===== src/verilog/sdr_ctrl_pkg.sv =====
package sdr_ctrl_pkg;

   // port and queue sizing
   localparam int NR_PORTS    = 2;
   localparam int PORT_W      = $clog2(NR_PORTS);
   localparam int QUEUE_DEPTH = 2;
   localparam int QPTR_W      = $clog2(QUEUE_DEPTH);
   localparam int QCNT_W      = $clog2(QUEUE_DEPTH + 1);

   // word address is {bank, row, column without the beat bit}
   localparam int ADR_W = 23;
   localparam int BA_W  = 2;
   localparam int ROW_W = 13;
   localparam int COL_W = 9;
   localparam int DQ_W  = 16;
   localparam int DAT_W = 32;
   localparam int SEL_W = 4;

   // timing in sdram_clk cycles
   localparam int CAS_LAT    = 2;
   localparam int INIT_WAIT  = 20;
   localparam int T_RP       = 2;
   localparam int T_RCD      = 2;
   localparam int T_RFC      = 7;
   localparam int T_WR       = 2;
   localparam int REF_PERIOD = 390;
   localparam int READ_LAT   = CAS_LAT + 2;
   localparam int CNT_W      = $clog2(INIT_WAIT + 1);
   localparam int REF_CNT_W  = $clog2(REF_PERIOD);

   // a10 selects auto-precharge and precharge-all
   localparam logic [ROW_W-1:0] AP_MASK = ROW_W'(1) << 10;
   // burst length 2, sequential, cas latency 2
   localparam logic [ROW_W-1:0] MODE_VALUE = 13'h021;

   // {ras, cas, we}, active low on the pads
   typedef enum logic [2:0] {
      LOAD_MODE = 3'b000,
      REFRESH   = 3'b001,
      PRECHARGE = 3'b010,
      ACTIVE    = 3'b011,
      WRITE     = 3'b100,
      READ      = 3'b101,
      NOP       = 3'b111
   } sdr_cmd_e;

   typedef struct packed {
      logic             we;
      logic [ADR_W-1:0] adr;
      logic [DAT_W-1:0] dat;
      logic [SEL_W-1:0] sel;
   } sdr_req_t;

endpackage


===== src/verilog/sdr_sel_if.sv =====
`timescale 1ns/100ps

interface sdr_sel_if;
   import sdr_ctrl_pkg::*;

   // selected request, owned by the arbiter
   logic              sel_valid;
   logic [PORT_W-1:0] sel_port;
   sdr_req_t          sel_req;

   // strobes from the command FSM
   logic              take;
   logic              cmd_read;
   logic              cmd_write;
   logic [PORT_W-1:0] cmd_port;

   modport arb (
      output sel_valid, sel_port, sel_req,
      input  take, cmd_read, cmd_write
   );

   modport fsm (
      input  sel_valid, sel_port, sel_req,
      output take, cmd_read, cmd_write, cmd_port
   );

   modport dp (
      input  sel_req, cmd_read, cmd_write, cmd_port
   );

endinterface

===== src/verilog/sdr_cmd_fsm.sv =====
`timescale 1ns/100ps

module sdr_cmd_fsm (
   input  logic                             sdram_clk,
   input  logic                             sdram_rst,
   sdr_sel_if.fsm                           sel,
   output sdr_ctrl_pkg::sdr_cmd_e           cmd_o,
   output logic [sdr_ctrl_pkg::BA_W-1:0]    ba_o,
   output logic [sdr_ctrl_pkg::ROW_W-1:0]   a_o,
   output logic                             cs_n_o,
   output logic                             cke_o
);
   import sdr_ctrl_pkg::*;

   typedef enum logic [3:0] {
      S_PWR,
      S_INIT_RP,
      S_INIT_RFC1,
      S_INIT_RFC2,
      S_MRD,
      S_IDLE,
      S_RFC,
      S_RCD,
      S_PRE_WAIT
   } state_e;

   state_e               state;
   logic [CNT_W-1:0]     cnt;
   logic                 cnt_done;
   logic [REF_CNT_W-1:0] ref_cnt;
   logic                 refresh_req;
   logic                 issue_ref;
   logic                 issue_rw;
   logic [PORT_W-1:0]    port_q;

   assign cnt_done  = (cnt == '0);
   assign issue_ref = (state == S_IDLE) && refresh_req;
   assign issue_rw  = (state == S_RCD) && cnt_done;

   // strobes lead the pad command by one cycle
   assign sel.take      = (state == S_IDLE) && !refresh_req && sel.sel_valid;
   assign sel.cmd_read  = issue_rw && !sel.sel_req.we;
   assign sel.cmd_write = issue_rw && sel.sel_req.we;
   assign sel.cmd_port  = port_q;

   // refresh timer with a request that stays set until a REFRESH goes out
   always_ff @(posedge sdram_clk or posedge sdram_rst) begin
      if (sdram_rst) begin
         ref_cnt     <= REF_CNT_W'(REF_PERIOD - 1);
         refresh_req <= 1'b0;
      end else begin
         if (ref_cnt == '0)
            ref_cnt <= REF_CNT_W'(REF_PERIOD - 1);
         else
            ref_cnt <= ref_cnt - 1'b1;
         if (ref_cnt == '0)
            refresh_req <= 1'b1;
         else if (issue_ref)
            refresh_req <= 1'b0;
      end
   end

   always_ff @(posedge sdram_clk or posedge sdram_rst) begin
      if (sdram_rst) begin
         state  <= S_PWR;
         cnt    <= CNT_W'(INIT_WAIT - 1);
         cmd_o  <= NOP;
         ba_o   <= '0;
         a_o    <= '0;
         port_q <= '0;
         cs_n_o <= 1'b1;
         cke_o  <= 1'b0;
      end else begin
         cs_n_o <= 1'b0;
         cke_o  <= 1'b1;
         cmd_o  <= NOP;
         if (!cnt_done)
            cnt <= cnt - 1'b1;
         case (state)
            // power-up wait and then precharge all
            S_PWR: begin
               if (cnt_done) begin
                  cmd_o <= PRECHARGE;
                  a_o   <= AP_MASK;
                  cnt   <= CNT_W'(T_RP - 1);
                  state <= S_INIT_RP;
               end
            end
            S_INIT_RP: begin
               if (cnt_done) begin
                  cmd_o <= REFRESH;
                  cnt   <= CNT_W'(T_RFC - 1);
                  state <= S_INIT_RFC1;
               end
            end
            S_INIT_RFC1: begin
               if (cnt_done) begin
                  cmd_o <= REFRESH;
                  cnt   <= CNT_W'(T_RFC - 1);
                  state <= S_INIT_RFC2;
               end
            end
            S_INIT_RFC2: begin
               if (cnt_done) begin
                  cmd_o <= LOAD_MODE;
                  ba_o  <= '0;
                  a_o   <= MODE_VALUE;
                  cnt   <= CNT_W'(T_RP - 1);
                  state <= S_MRD;
               end
            end
            S_MRD, S_RFC, S_PRE_WAIT: begin
               if (cnt_done)
                  state <= S_IDLE;
            end
            // refresh goes ahead of a new access
            S_IDLE: begin
               if (issue_ref) begin
                  cmd_o <= REFRESH;
                  cnt   <= CNT_W'(T_RFC - 1);
                  state <= S_RFC;
               end else if (sel.take) begin
                  cmd_o  <= ACTIVE;
                  ba_o   <= sel.sel_req.adr[ADR_W-1 -: BA_W];
                  a_o    <= sel.sel_req.adr[ADR_W-BA_W-1 -: ROW_W];
                  port_q <= sel.sel_port;
                  cnt    <= CNT_W'(T_RCD - 1);
                  state  <= S_RCD;
               end
            end
            // column access with auto-precharge and the beat bit at zero
            S_RCD: begin
               if (cnt_done) begin
                  cmd_o <= sel.sel_req.we ? WRITE : READ;
                  a_o   <= AP_MASK | ROW_W'({sel.sel_req.adr[COL_W-2:0], 1'b0});
                  cnt   <= CNT_W'(T_WR + T_RP - 1);
                  state <= S_PRE_WAIT;
               end
            end
            default: state <= S_IDLE;
         endcase
      end
   end

   // a pending refresh waits for at most the access in progress
   assert property (@(posedge sdram_clk) disable iff (sdram_rst)
      refresh_req |-> !$past(refresh_req, T_RCD + T_WR + T_RP + 2));

endmodule


===== src/verilog/sdr_ctrl_top.sv =====
`timescale 1ns/100ps

module sdr_ctrl_top (
   input  logic                                                       sdram_clk,
   input  logic                                                       sdram_rst,
   input  logic [sdr_ctrl_pkg::NR_PORTS-1:0]                          wb_stb_i,
   input  logic [sdr_ctrl_pkg::NR_PORTS-1:0]                          wb_we_i,
   input  logic [sdr_ctrl_pkg::NR_PORTS-1:0][sdr_ctrl_pkg::ADR_W-1:0] wb_adr_i,
   input  logic [sdr_ctrl_pkg::NR_PORTS-1:0][sdr_ctrl_pkg::DAT_W-1:0] wb_dat_i,
   input  logic [sdr_ctrl_pkg::NR_PORTS-1:0][sdr_ctrl_pkg::SEL_W-1:0] wb_sel_i,
   output logic [sdr_ctrl_pkg::NR_PORTS-1:0]                          wb_stall_o,
   output logic [sdr_ctrl_pkg::NR_PORTS-1:0]                          wb_ack_o,
   output logic [sdr_ctrl_pkg::NR_PORTS-1:0][sdr_ctrl_pkg::DAT_W-1:0] wb_dat_o,
   output logic                                                       cs_n_pad_o,
   output logic                                                       cke_pad_o,
   output logic                                                       ras_pad_o,
   output logic                                                       cas_pad_o,
   output logic                                                       we_pad_o,
   output logic [sdr_ctrl_pkg::BA_W-1:0]                              ba_pad_o,
   output logic [sdr_ctrl_pkg::ROW_W-1:0]                             a_pad_o,
   output logic [sdr_ctrl_pkg::DQ_W-1:0]                              dq_o,
   input  logic [sdr_ctrl_pkg::DQ_W-1:0]                              dq_i,
   output logic                                                       dq_oe_o,
   output logic [sdr_ctrl_pkg::SEL_W/2-1:0]                           dqm_pad_o
);
   import sdr_ctrl_pkg::*;

   logic [NR_PORTS-1:0]     q_empty;
   logic [NR_PORTS-1:0]     q_pop;
   sdr_req_t [NR_PORTS-1:0] q_head;
   sdr_cmd_e                pad_cmd;

   sdr_sel_if sel_bus ();

   // one request queue per port
   for (genvar i = 0; i < NR_PORTS; i++) begin : g_port
      sdr_req_queue u_queue (
         .sdram_clk  (sdram_clk),
         .sdram_rst  (sdram_rst),
         .wb_stb_i   (wb_stb_i[i]),
         .req_i      ({wb_we_i[i], wb_adr_i[i], wb_dat_i[i], wb_sel_i[i]}),
         .pop_i      (q_pop[i]),
         .wb_stall_o (wb_stall_o[i]),
         .empty_o    (q_empty[i]),
         .head_o     (q_head[i])
      );
   end

   sdr_port_arbiter u_arbiter (
      .sdram_clk (sdram_clk),
      .sdram_rst (sdram_rst),
      .empty_i   (q_empty),
      .head_i    (q_head),
      .pop_o     (q_pop),
      .sel       (sel_bus.arb)
   );

   sdr_cmd_fsm u_fsm (
      .sdram_clk (sdram_clk),
      .sdram_rst (sdram_rst),
      .sel       (sel_bus.fsm),
      .cmd_o     (pad_cmd),
      .ba_o      (ba_pad_o),
      .a_o       (a_pad_o),
      .cs_n_o    (cs_n_pad_o),
      .cke_o     (cke_pad_o)
   );

   sdr_data_path u_data_path (
      .sdram_clk (sdram_clk),
      .sdram_rst (sdram_rst),
      .sel       (sel_bus.dp),
      .dq_o      (dq_o),
      .dq_i      (dq_i),
      .dq_oe_o   (dq_oe_o),
      .dqm_pad_o (dqm_pad_o),
      .wb_ack_o  (wb_ack_o),
      .wb_dat_o  (wb_dat_o)
   );

   assign {ras_pad_o, cas_pad_o, we_pad_o} = pad_cmd;

endmodule


===== src/verilog/sdr_data_path.sv =====
`timescale 1ns/100ps

module sdr_data_path (
   input  logic                                                   sdram_clk,
   input  logic                                                   sdram_rst,
   sdr_sel_if.dp                                                  sel,
   output logic [sdr_ctrl_pkg::DQ_W-1:0]                          dq_o,
   input  logic [sdr_ctrl_pkg::DQ_W-1:0]                          dq_i,
   output logic                                                   dq_oe_o,
   output logic [sdr_ctrl_pkg::SEL_W/2-1:0]                       dqm_pad_o,
   output logic [sdr_ctrl_pkg::NR_PORTS-1:0]                      wb_ack_o,
   output logic [sdr_ctrl_pkg::NR_PORTS-1:0][sdr_ctrl_pkg::DAT_W-1:0] wb_dat_o
);
   import sdr_ctrl_pkg::*;

   logic [DQ_W-1:0]     beat_q;
   logic [SEL_W/2-1:0]  mask_q;
   logic                beat2_q;
   logic                wr_done_q;
   logic [PORT_W-1:0]   wr_port_q;
   logic [DQ_W-1:0]     dq_i_reg;
   logic [DQ_W-1:0]     dq_i_tmp;
   logic [READ_LAT-1:0] rd_vld;
   logic [PORT_W-1:0]   rd_port [READ_LAT];

   // write control: dq enable and byte masks over both beats
   always_ff @(posedge sdram_clk or posedge sdram_rst) begin
      if (sdram_rst) begin
         beat2_q   <= 1'b0;
         wr_done_q <= 1'b0;
         dq_oe_o   <= 1'b0;
         dqm_pad_o <= '0;
      end else begin
         beat2_q   <= sel.cmd_write;
         wr_done_q <= beat2_q;
         dq_oe_o   <= sel.cmd_write || beat2_q;
         if (sel.cmd_write)
            dqm_pad_o <= ~sel.sel_req.sel[SEL_W-1:SEL_W/2];
         else if (beat2_q)
            dqm_pad_o <= mask_q;
         else
            dqm_pad_o <= '0;
      end
   end

   // high half goes out first, low half is parked for the next cycle
   always_ff @(posedge sdram_clk) begin
      if (sel.cmd_write) begin
         dq_o      <= sel.sel_req.dat[DAT_W-1:DQ_W];
         beat_q    <= sel.sel_req.dat[DQ_W-1:0];
         mask_q    <= ~sel.sel_req.sel[SEL_W/2-1:0];
         wr_port_q <= sel.cmd_port;
      end else if (beat2_q) begin
         dq_o <= beat_q;
      end
   end

   // input registers and the read return line
   always_ff @(posedge sdram_clk) begin
      dq_i_reg   <= dq_i;
      dq_i_tmp   <= dq_i_reg;
      rd_port[0] <= sel.cmd_port;
      for (int k = 1; k < READ_LAT; k++)
         rd_port[k] <= rd_port[k-1];
   end

   always_ff @(posedge sdram_clk or posedge sdram_rst) begin
      if (sdram_rst) begin
         rd_vld   <= '0;
         wb_ack_o <= '0;
      end else begin
         rd_vld <= {rd_vld[READ_LAT-2:0], sel.cmd_read};
         for (int p = 0; p < NR_PORTS; p++) begin
            wb_ack_o[p] <= (rd_vld[READ_LAT-1] && rd_port[READ_LAT-1] == PORT_W'(p)) ||
                           (wr_done_q && wr_port_q == PORT_W'(p));
         end
      end
   end

   // first beat is the high half; valid on the ack cycle
   assign wb_dat_o = {NR_PORTS{dq_i_tmp, dq_i_reg}};

endmodule


===== src/verilog/sdr_port_arbiter.sv =====
`timescale 1ns/100ps

module sdr_port_arbiter (
   input  logic                                            sdram_clk,
   input  logic                                            sdram_rst,
   input  logic [sdr_ctrl_pkg::NR_PORTS-1:0]               empty_i,
   input  sdr_ctrl_pkg::sdr_req_t [sdr_ctrl_pkg::NR_PORTS-1:0] head_i,
   output logic [sdr_ctrl_pkg::NR_PORTS-1:0]               pop_o,
   sdr_sel_if.arb                                          sel
);
   import sdr_ctrl_pkg::*;

   logic [PORT_W-1:0] pick;
   logic              held_q;
   sdr_req_t          req_q;

   // lowest index wins
   always_comb begin
      pick = '0;
      for (int p = NR_PORTS - 1; p >= 0; p--) begin
         if (!empty_i[p])
            pick = PORT_W'(p);
      end
   end

   // selection frozen from take until the read or write command
   always_ff @(posedge sdram_clk or posedge sdram_rst) begin
      if (sdram_rst) begin
         sel.sel_valid <= 1'b0;
         sel.sel_port  <= '0;
         held_q        <= 1'b0;
      end else if (sel.take) begin
         held_q        <= 1'b1;
         sel.sel_valid <= 1'b0;
      end else if (sel.cmd_read || sel.cmd_write) begin
         held_q <= 1'b0;
      end else if (!held_q) begin
         sel.sel_valid <= |(~empty_i);
         sel.sel_port  <= pick;
      end
   end

   // the queue pops on take, so keep a copy of its head
   always_ff @(posedge sdram_clk) begin
      if (sel.take)
         req_q <= head_i[sel.sel_port];
   end

   assign sel.sel_req = held_q ? req_q : head_i[sel.sel_port];
   assign pop_o       = sel.take ? (NR_PORTS'(1) << sel.sel_port) : '0;

   // a take pops a non-empty queue and never lands while a request is held
   assert property (@(posedge sdram_clk) disable iff (sdram_rst)
      sel.take |-> !held_q && !empty_i[sel.sel_port]);

endmodule


===== src/verilog/sdr_req_queue.sv =====
`timescale 1ns/100ps

module sdr_req_queue (
   input  logic                   sdram_clk,
   input  logic                   sdram_rst,
   input  logic                   wb_stb_i,
   input  sdr_ctrl_pkg::sdr_req_t req_i,
   input  logic                   pop_i,
   output logic                   wb_stall_o,
   output logic                   empty_o,
   output sdr_ctrl_pkg::sdr_req_t head_o
);
   import sdr_ctrl_pkg::*;

   sdr_req_t          mem [QUEUE_DEPTH];
   logic [QPTR_W-1:0] wr_ptr;
   logic [QPTR_W-1:0] rd_ptr;
   logic [QCNT_W-1:0] count;
   logic              push;

   function automatic logic [QPTR_W-1:0] next_ptr(input logic [QPTR_W-1:0] p);
      return (p == QPTR_W'(QUEUE_DEPTH - 1)) ? '0 : p + 1'b1;
   endfunction

   // strobes seen while full are dropped
   assign push       = wb_stb_i && !wb_stall_o;
   assign wb_stall_o = (count == QCNT_W'(QUEUE_DEPTH));
   assign empty_o    = (count == '0);
   assign head_o     = mem[rd_ptr];

   always_ff @(posedge sdram_clk or posedge sdram_rst) begin
      if (sdram_rst) begin
         wr_ptr <= '0;
         rd_ptr <= '0;
         count  <= '0;
      end else begin
         if (push)
            wr_ptr <= next_ptr(wr_ptr);
         if (pop_i)
            rd_ptr <= next_ptr(rd_ptr);
         count <= count + QCNT_W'(push) - QCNT_W'(pop_i);
      end
   end

   always_ff @(posedge sdram_clk) begin
      if (push)
         mem[wr_ptr] <= req_i;
   end

   // the arbiter only pops a queue it saw non-empty
   assert property (@(posedge sdram_clk) disable iff (sdram_rst) pop_i |-> !empty_o);

endmodule


===== config.mk =====
export PLATFORM = sky130hd
export DESIGN_NAME = sdr_ctrl_top
export DESIGN_NICKNAME = d
export VERILOG_FILES = /design/src/verilog/sdr_ctrl_pkg.sv /design/src/verilog/sdr_sel_if.sv /design/src/verilog/sdr_cmd_fsm.sv /design/src/verilog/sdr_ctrl_top.sv /design/src/verilog/sdr_data_path.sv /design/src/verilog/sdr_port_arbiter.sv /design/src/verilog/sdr_req_queue.sv
export SDC_FILE = /design/constraint.sdc
export NUM_CORES = 1
export LEC_CHECK = 0
export ABC_AREA = 1
export BUFFER_PORTS_ARGS = -buffer_cell sky130_fd_sc_hd__buf_2
export CORE_MARGIN = 4
export CORE_UTILIZATION = 40
export DETAILED_ROUTE_END_ITERATION = 6
export GPL_TIMING_DRIVEN = 0
export PLACE_DENSITY = 0.6
export SLEW_MARGIN = 40
export SYNTH_ARGS = -nofsm -noshare
export SYNTH_HDL_FRONTEND = slang
export SYNTH_SLANG_ARGS = --single-unit

===== constraint.sdc =====
create_clock -name sdram_clk -period 4.6 [get_ports sdram_clk]
set_input_delay 0.46 -clock sdram_clk [delete_from_list [all_inputs] [get_ports sdram_clk]]
set_output_delay 0.46 -clock sdram_clk [all_outputs]
set_load 0.02 [all_outputs]

==> summary.md, run 1 <==
| Metric | Value |
|---|---|
| Switching Power | between 4000 and 5000 µW |
| Io pins | between 200 and 250 |
| Synth Cell Area | 17000 µm² |
| PD cells | just over 600 nW/µm² |
| Slowest Stage Delay on Critical Path | about 0.45 ns |
| Post-Route WL | 42200 µm |
| Final min period | ~2.8 ns |
| CTS tree | done |
| Async S/R FF share, synth | around 14% |
| RSZ-0062 raised after global routing | false |
| Hold slack | about 0.027 ns |
| 1st-iter DRT viols | 634 |
| Slowest cell on crit path | dfrtp_1 |
| Vias in the first global route | 11229 |
| Regs by FF count | g_port.u_queue.mem x240, u_arbiter.req_q x60 |
| Nature of the critical path endpoint | flop |
| Placer congestion estimate | 0.860 |
| Period Utilization, post-route | a little over 60% |
| Die Area | ~46000 µm² |
| Final hold violation count | 0 |
| Die W | 214 µm |
| # setup viols final | 0 |
| Clock power frac | a little over a quarter |
| Clock Latency Late Sink | ~0.54 ns |
| YS warnings | 0 |
| Number of max-slew violations in the final report | 0 |
| Area growth, synth to finish | 22.7% |
| Ys flop type | edfxtp_1 |
| Largest Register | g_port.u_queue.mem |
| Layout cells sized above 1 | between 20% and 30% |
| H-tree levels | 2 |
| Outcome | finished, final reports clean |
| Grt ovf | 0 |
| Slew headroom | 53.6% |
| Worst endpoint required time | just over 5 ns |
| PortBufs | 246 |
| Post-synthesis sequential area ratio | 72.8% |
| Sink Count | about 430 |
| Lkg Pwr | 0.00873 µW |
| Post-cts resize count | 0 |
| Final ANT Viol Nets | 0 |
| DIE HEIGHT | between 200 and 250 µm |
| CORE AREA | between 40000 and 50000 µm² |
| CTS clk-pin slew, worst paths | about 0.060 ns |
| Clock Skews | approximately 0.015 ns |
| CP max FO | 17 |
| CP Launch Type | flop |
| Worst slew pin tran | ~0.7 ns |
| Fin worst setup slack | 1.76 ns |
| Place WS | about 1.8 ns |
| # DRC | 0 |
| VDD IR max | between 0.0002 and 0.0003 V |
| GRT Overall Usage | a little under a fifth |
| Root buffer cell | clkbuf_16 |
| Fmax | ~0.35 GHz |
| Int Power | ~8500 µW |
| Syn Nets | between 1500 and 2000 |
| CTS Buf Count | 45 |
| Initial antenna violation count | 13 |
| Num rows | between 70 and 80 |
| Largest register FFs | between 200 and 250 |
| Critical path cell sequence | inv_2 > nor2_4 > nand3_2 > nor2_4 > buf_16 > buf_16 > nand2_1 > inv_1 > ha_1 > inv_1 > ha_1 > xnor2_1 > xor2_1 |
| Post-synth cell types | 43 |
| Syn Area/Cell | 11.9 µm² |
| Switching part of the total | roughly 34% |
| Average wire per standard cell | roughly 18 µm |
| Initial Util | just over 40% |
| Mapped Cells | between 1000 and 1500 |
| Largest net degree at the start of global routing | 34 |
| Post-DP HPWL | just over 30000 µm |
| Logic gate share of total power | between 30 and 40% |
| Yosys reg bits | 433 |
| Setup CP Type | flop to flop |
| Total number of vias | ~11000 |
| Max Cap Viol | 0 |
| Nets | about 1900 |
| CP arrival | ~3.3 ns |
| Worst Hold Class | primary input to flop |
| CTS Buffer Depth | 3 |
| DR pass1 iterations | 5 |
| First-pass GRT wire length | about 65000 µm |
| Vias per cell | 4.83 |
| Post-synth EDFFs | about 340 |
| Sequential Power Share | 42.5% |
[critical path: cells and delay by family (launching register included)]
kind                     cells  cell delay (ns)
buffers and inverters        5             0.67
AND/OR/NAND/NOR              4             0.94
adder cells (fa/ha/maj)      2             0.40
XOR/XNOR                     2             0.28
flip-flops                   1             0.45
[cell usage in the layout (no fill, tap or decap), drive strengths merged]
cell         count
and2            17
o21ai           73
dlygate4sd3     14
nand3          113
o21bai           1
clkbuf          88
buf            333
dfstp           11
nand2          423
a21oi           10
a31oi            1
o211ai           3
or2              6
a21boi          16
clkinvlp         2
inv             80
nor3             4
ha               8
diode            6
a22o             1
xor2             6
nand4            3
dfrtp           51
nor4             2
edfxtp         335
dfxtp           36
clkinv          16
xnor2            4
conb             2
nor3b            2
o22ai           18
nor2           103
[final cells by class]
class,count,area (µm²)
buffer,94,548
fill,3711,21100
antenna,6,15.0
clock inverter,18,87.6
inverter,80,303
tap,539,674
timing repair buffer,278,1750
clock buffer,63,1290
sequential,433,12300
multi-input combinational,816,3800
[logic make-up (layout without fill, tap and decap cells)]
family / after synthesis / count (layout) / share of synthesized area [%]
buffers and inverters: 174 / 533 / 5.00
flip-flops: 433 / 433 / 72.8
XOR/XNOR: 10 / 10 / 0.516
other: 2 / 8 / 0.0443
AND/OR/NAND/NOR: 673 / 673 / 16.7
AO/OA/AOI/OAI: 123 / 123 / 4.33
adder cells (fa/ha/maj): 8 / 8 / 0.590
[cells in the mapped netlist, types with 7 or more instances]
master	number	area (µm²)
inv_2	9	33.8
ha_1	8	100
and2_1	17	106
nor2_1	96	360
o21ai_1	7	35.0
a21boi_0	16	120
o22ai_1	18	113
o21ai_0	56	280
clkbuf_1	25	93.8
inv_1	71	267
o21ai_2	10	87.6
dfxtp_1	36	721
nand2_1	419	1570
dfrtp_1	51	1280
nand3_1	109	546
edfxtp_1	335	10100
buf_4	41	308
buf_2	21	105
a21oi_1	9	45.0
dfstp_2	11	289
[worst paths after layout]
kind	start	to	slack, ns	cells after the start
min in group asynchronous	sdram_rst	u_data_path.wb_ack_o[0]$_DFF_PP0_	0.48	3
hold / removal	dq_i[4]	u_data_path.dq_i_reg[4]$_DFF_P_	0.03	1
hold reg to reg	u_data_path.rd_port[1]$_DFF_P_	u_data_path.rd_port[2]$_DFF_P_	0.33	0
max in group asynchronous	sdram_rst	u_fsm.cnt[4]$_DFF_PP1_	3.54	4
setup reg to reg	u_fsm.state[2]$_DFFE_PP0P_	g_port[0].u_queue.count[1]$_DFF_PP0_	1.76	13
setup / recovery	u_fsm.state[2]$_DFFE_PP0P_	g_port[0].u_queue.count[1]$_DFF_PP0_	1.76	13
[power by group through the flow]
| stage | Combinational (µW) | Sequential (µW) | Clock, µW |
|---|---|---|---|
| after floorplan | 2420 | 5650 | 0 |
| after global placement | 3730 | 5640 | 0 |
| after detailed placement | 4030 | 5550 | 0 |
| after CTS | 4060 | 5480 | 3480 |
| after global routing | 4490 | 5540 | 3670 |
| final | 4010 | 5470 | 3400 |
[metrics by stage]
step	power, µW	instances	utilization, %	area, µm²	setup TNS (ns)
floorplan	8070	1423	-	17000	0
global placement	9370	2208	45.0	18900	-263.63
detailed placement	9590	2226	46.0	19300	0
CTS	13000	2321	49.6	20800	0
global route	13700	2323	49.6	20800	0
finish	12900	2327	49.6	20800	0
[routing by layer]
metal	global-route usage, %	vias up	wire [µm]
li1	-	5451	-
met1	24.9	5343	18800
met2	29.2	338	19400
met3	4.64	86	2880
met4	4.60	16	1040
met5	0	-	90
[what timing repair did]
item,in CTS,in global routing
hold buffers,14,0
hold endpoints to repair,37,0
buffers inserted,0,0
setup endpoints to repair,0,0
No activity file was read; power rests on OpenSTA's default activity.
==> inputs of run 2 (changes only) <==
--- a/config.mk
+++ b/config.mk
@@ -11,7 +11,7 @@
 export CORE_UTILIZATION = 40
 export DETAILED_ROUTE_END_ITERATION = 6
 export GPL_TIMING_DRIVEN = 0
-export PLACE_DENSITY = 0.6
+export PLACE_DENSITY = 0.63
 export SLEW_MARGIN = 40
 export SYNTH_ARGS = -nofsm -noshare
 export SYNTH_HDL_FRONTEND = slang
==> constraint.sdc (replaced) <==
create_clock -name sdram_clk -period 2.6 [get_ports sdram_clk]
set_input_delay 0.26 -clock sdram_clk [delete_from_list [all_inputs] [get_ports sdram_clk]]
set_output_delay 0.26 -clock sdram_clk [all_outputs]
set_load 0.02 [all_outputs]
==> run 2 against run 1 <==
Register-to-register slack worse by 1.6 ns. Sequential cell count unchanged. Die area stayed put. Sequential share of layout area is 3.8 points lower. Worst setup slack got worse by 1.6 ns. Critical path type unchanged. Largest power group unchanged.
==> summary.md, run 2 (same netlist as run 1, synthesis figures left out) <==
| Metric | Value |
|---|---|
| Sink Count | 433 (unchanged) |
| Placer congestion estimate | 0.836 (-2.7%) |
| # DRC | 0 (unchanged) |
| DIE HEIGHT | 214 µm (unchanged) |
| Int Power | 15600 µW (+84%) |
| Regs by FF count | g_port.u_queue.mem x240, u_arbiter.req_q x60 |
| GRT Overall Usage | 19.2% (+1.0 points) |
| Number of max-slew violations in the final report | 0 (unchanged) |
| PD cells | 1060 nW/µm² (+72%) |
| CP max FO | 19 (+2) |
| Sequential Power Share | 41.1% (-1.4 points) |
| Io pins | 247 (unchanged) |
| Worst slew pin tran | 0.771 ns (+0.0815 ns) |
| Vias per cell | 4.81 (-0.47%) |
| Switching part of the total | 34.1% (-0.27 points) |
| Worst Hold Class | primary input to asynchronous set/reset pin |
| Grt ovf | 0 (unchanged) |
| Final instance area | 22300 µm² (+6.9%) |
| Root buffer cell | clkbuf_16 |
| Post-DP HPWL | 31500 µm (+2.4%) |
| CP delay by family, top | simple AND/OR/NAND/NOR gates |
| Slowest Stage Delay on Critical Path | 0.47 ns (+0.02 ns) |
| PortBufs | 246 (unchanged) |
| Die Area | 45800 µm² (unchanged) |
| Critical path cell sequence | nor2_4 > nand3_4 > nor2_4 > buf_8 > buf_8 > nand2_2 > inv_1 > ha_1 > inv_1 > ha_1 > xnor2_1 > xor2_1 |
| DR pass1 iterations | 5 (unchanged) |
| Clock Latency Late Sink | 0.55 ns (about the same) |
| VDD IR max | 0.000752 V (+170%) |
| H-tree levels | 2 (unchanged) |
| CTS Buf Count | 46 (+2.2%) |
| Switching Power | 8050 µW (+82%) |
| Largest net degree at the start of global routing | 35 (+2.9%) |
| Largest Register | g_port.u_queue.mem |
| Nets | 2025 (+6.8%) |
| RSZ-0062 raised after global routing | false |
| Die W | 214 µm (unchanged) |
| Largest register FFs | 240 (unchanged) |
| Final hold violation count | 0 (unchanged) |
| Fmax | 0.413 GHz (+17%) |
| CTS Buffer Depth | 3 (unchanged) |
| Nature of the critical path endpoint | flop |
| Setup CP Type | flop to flop |
| CORE AREA | 41900 µm² (unchanged) |
| Period Utilization, post-route | 93.2% (+31 points) |
| Worst endpoint required time | 3.06 ns (-2.01 ns) |
| CP arrival | 2.89 ns (-0.42 ns) |
| First-pass GRT wire length | 69400 µm (+6.4%) |
| Clock power frac | 27.3% (+0.9 points) |
| 1st-iter DRT viols | 759 (+20%) |
| Area of placed instances | 19300 µm² (+0.38%) |
| CP Launch Type | flop |
| Commonest cells after routing, fill and taps aside | 417 x nand2_1, 335 x edfxtp_1, 267 x buf_2 |
| Max Cap Viol | 0 (unchanged) |
| Final ANT Viol Nets | 0 (unchanged) |
| Vias in the first global route | 12027 (+7.1%) |
| Fin Setup TNS | 0 ns (unchanged) |
| Average wire per standard cell | 18.2 µm (+0.21%) |
| Worst path buffer plus inverter count | 4 (-1) |
| Final Util | 53.0% (+3.4 points) |
| Area growth, synth to finish | 31.2% |
| Initial antenna violation count | 2 (-11) |
| Slowest cell on crit path | dfrtp_1 |
| # setup viols final | 0 (unchanged) |
| Most common cell after layout, fill and taps aside | nand2_1 |
| Num rows | 75 (unchanged) |
| CTS tree | done |
| Final min period | 2.42 ns (-0.418 ns) |
| Finished Layout Cells | 2453 (+5.4%) |
| Total number of vias | 11787 (+4.9%) |
| Lkg Pwr | 0.00931 µW (+6.7%) |
| Clock Skews | 0.0181 ns (+0.00349 ns) |
| Outcome | finished, final reports clean |
| Pwr Total | 23600 µW (+83%) |
| Logic gate share of total power | 31.6% (+0.5 points) |
| Inst Count DP | 2228 (+0.090%) |
| Post-Route WL | 44600 µm (+5.6%) |
| Layout cells sized above 1 | 23.9% (-1.3 points) |
| Initial Util | 40.4% (unchanged) |
| CTS clk-pin slew, worst paths | 0.06 ns (about the same) |
| Slew headroom | 48.6% (-4.9 points) |
-- run 2: cell count changes in the layout (fill, tap and decap cells not counted), sizes merged --
cell,before,now
buf,333,337
bufinv,0,5
clkbuf,88,84
clkinv,16,15
clkinvlp,2,4
diode,6,2
dlygate4sd3,14,137
inv,80,81
-- run 2: timing repair --
action | CTS | global route
pin swaps | 1 | 1
hold endpoints to repair | 284 | 0
setup buffers | 1 | 2
gates resized for setup | 2 | 5
endpoints found under the setup margin | 20 | 17
hold buffers | 137 | 0
-- run 2: worst paths after layout --
check	slack, ns	end	startpoint	cells after the start
worst max register to register	0.18	g_port[0].u_queue.count[1]$_DFF_PP0_	u_fsm.state[3]$_DFFE_PP0P_	12
worst max-delay path	0.18	g_port[0].u_queue.count[1]$_DFF_PP0_	u_fsm.state[3]$_DFFE_PP0P_	12
worst min register to register	0.33	u_data_path.rd_port[1]$_DFF_P_	u_data_path.rd_port[0]$_DFF_P_	0
max in group asynchronous	1.74	u_fsm.cmd_o[0]$_DFF_PP1_	sdram_rst	4
worst min-delay path	0.26	u_data_path.dq_oe_o$_DFF_PP0_	sdram_rst	3
min in group sdram_clk	0.33	u_data_path.rd_port[1]$_DFF_P_	u_data_path.rd_port[0]$_DFF_P_	0
-- run 2: metrics by stage --
stage,worst slack (ns),hold slack (ns)
final,0.176,0.258
after CTS,0.0315,0.253
after global placement,-0.935,0.310
after global routing,0.00293,0.276
after detailed placement,-0.378,0.285
after floorplan,-0.156,0.288
-- run 2: cell type report --
type,instances,area (µm²)
fillers,3572,19700
flip-flops and latches,433,12300
multi-input cells,816,3820
repair buffers,406,3060
clock buffers,58,1240
well taps,539,674
plain buffers,94,549
inverters,80,305
clock inverters,25,255
diodes,2,5.00
-- run 2: per-layer routing --
layer | GRT usage [%] | wire [µm] | up-vias
met5 | 0 | 0 | -
met4 | 4.65 | 906 | 0
met3 | 3.12 | 2540 | 54
met2 | 32.4 | 21600 | 388
met1 | 26.2 | 19500 | 5629
li1 | - | - | 5716
-- run 2: power groups by stage --
stage	combinational, µW	clock, µW	sequential, µW
2_1_floorplan	4330	0	9940
3_3_place_gp	6690	0	9860
3_5_place_dp	7320	0	9830
4_1_cts	7530	6600	9700
5_1_grt	8350	6890	9810
6_report	7470	6450	9700
-- run 2: worst reg2reg max path, stage by stage, from the launching register on --
cell and delay (ns):
dfrtp_1 0.47, nor2_4 0.22, nand3_4 0.15, nor2_4 0.17, buf_8 0.21, buf_8 0.22
nand2_2 0.09, inv_1 0.10, ha_1 0.22, inv_1 0.06, ha_1 0.15, xnor2_1 0.13
xor2_1 0.15
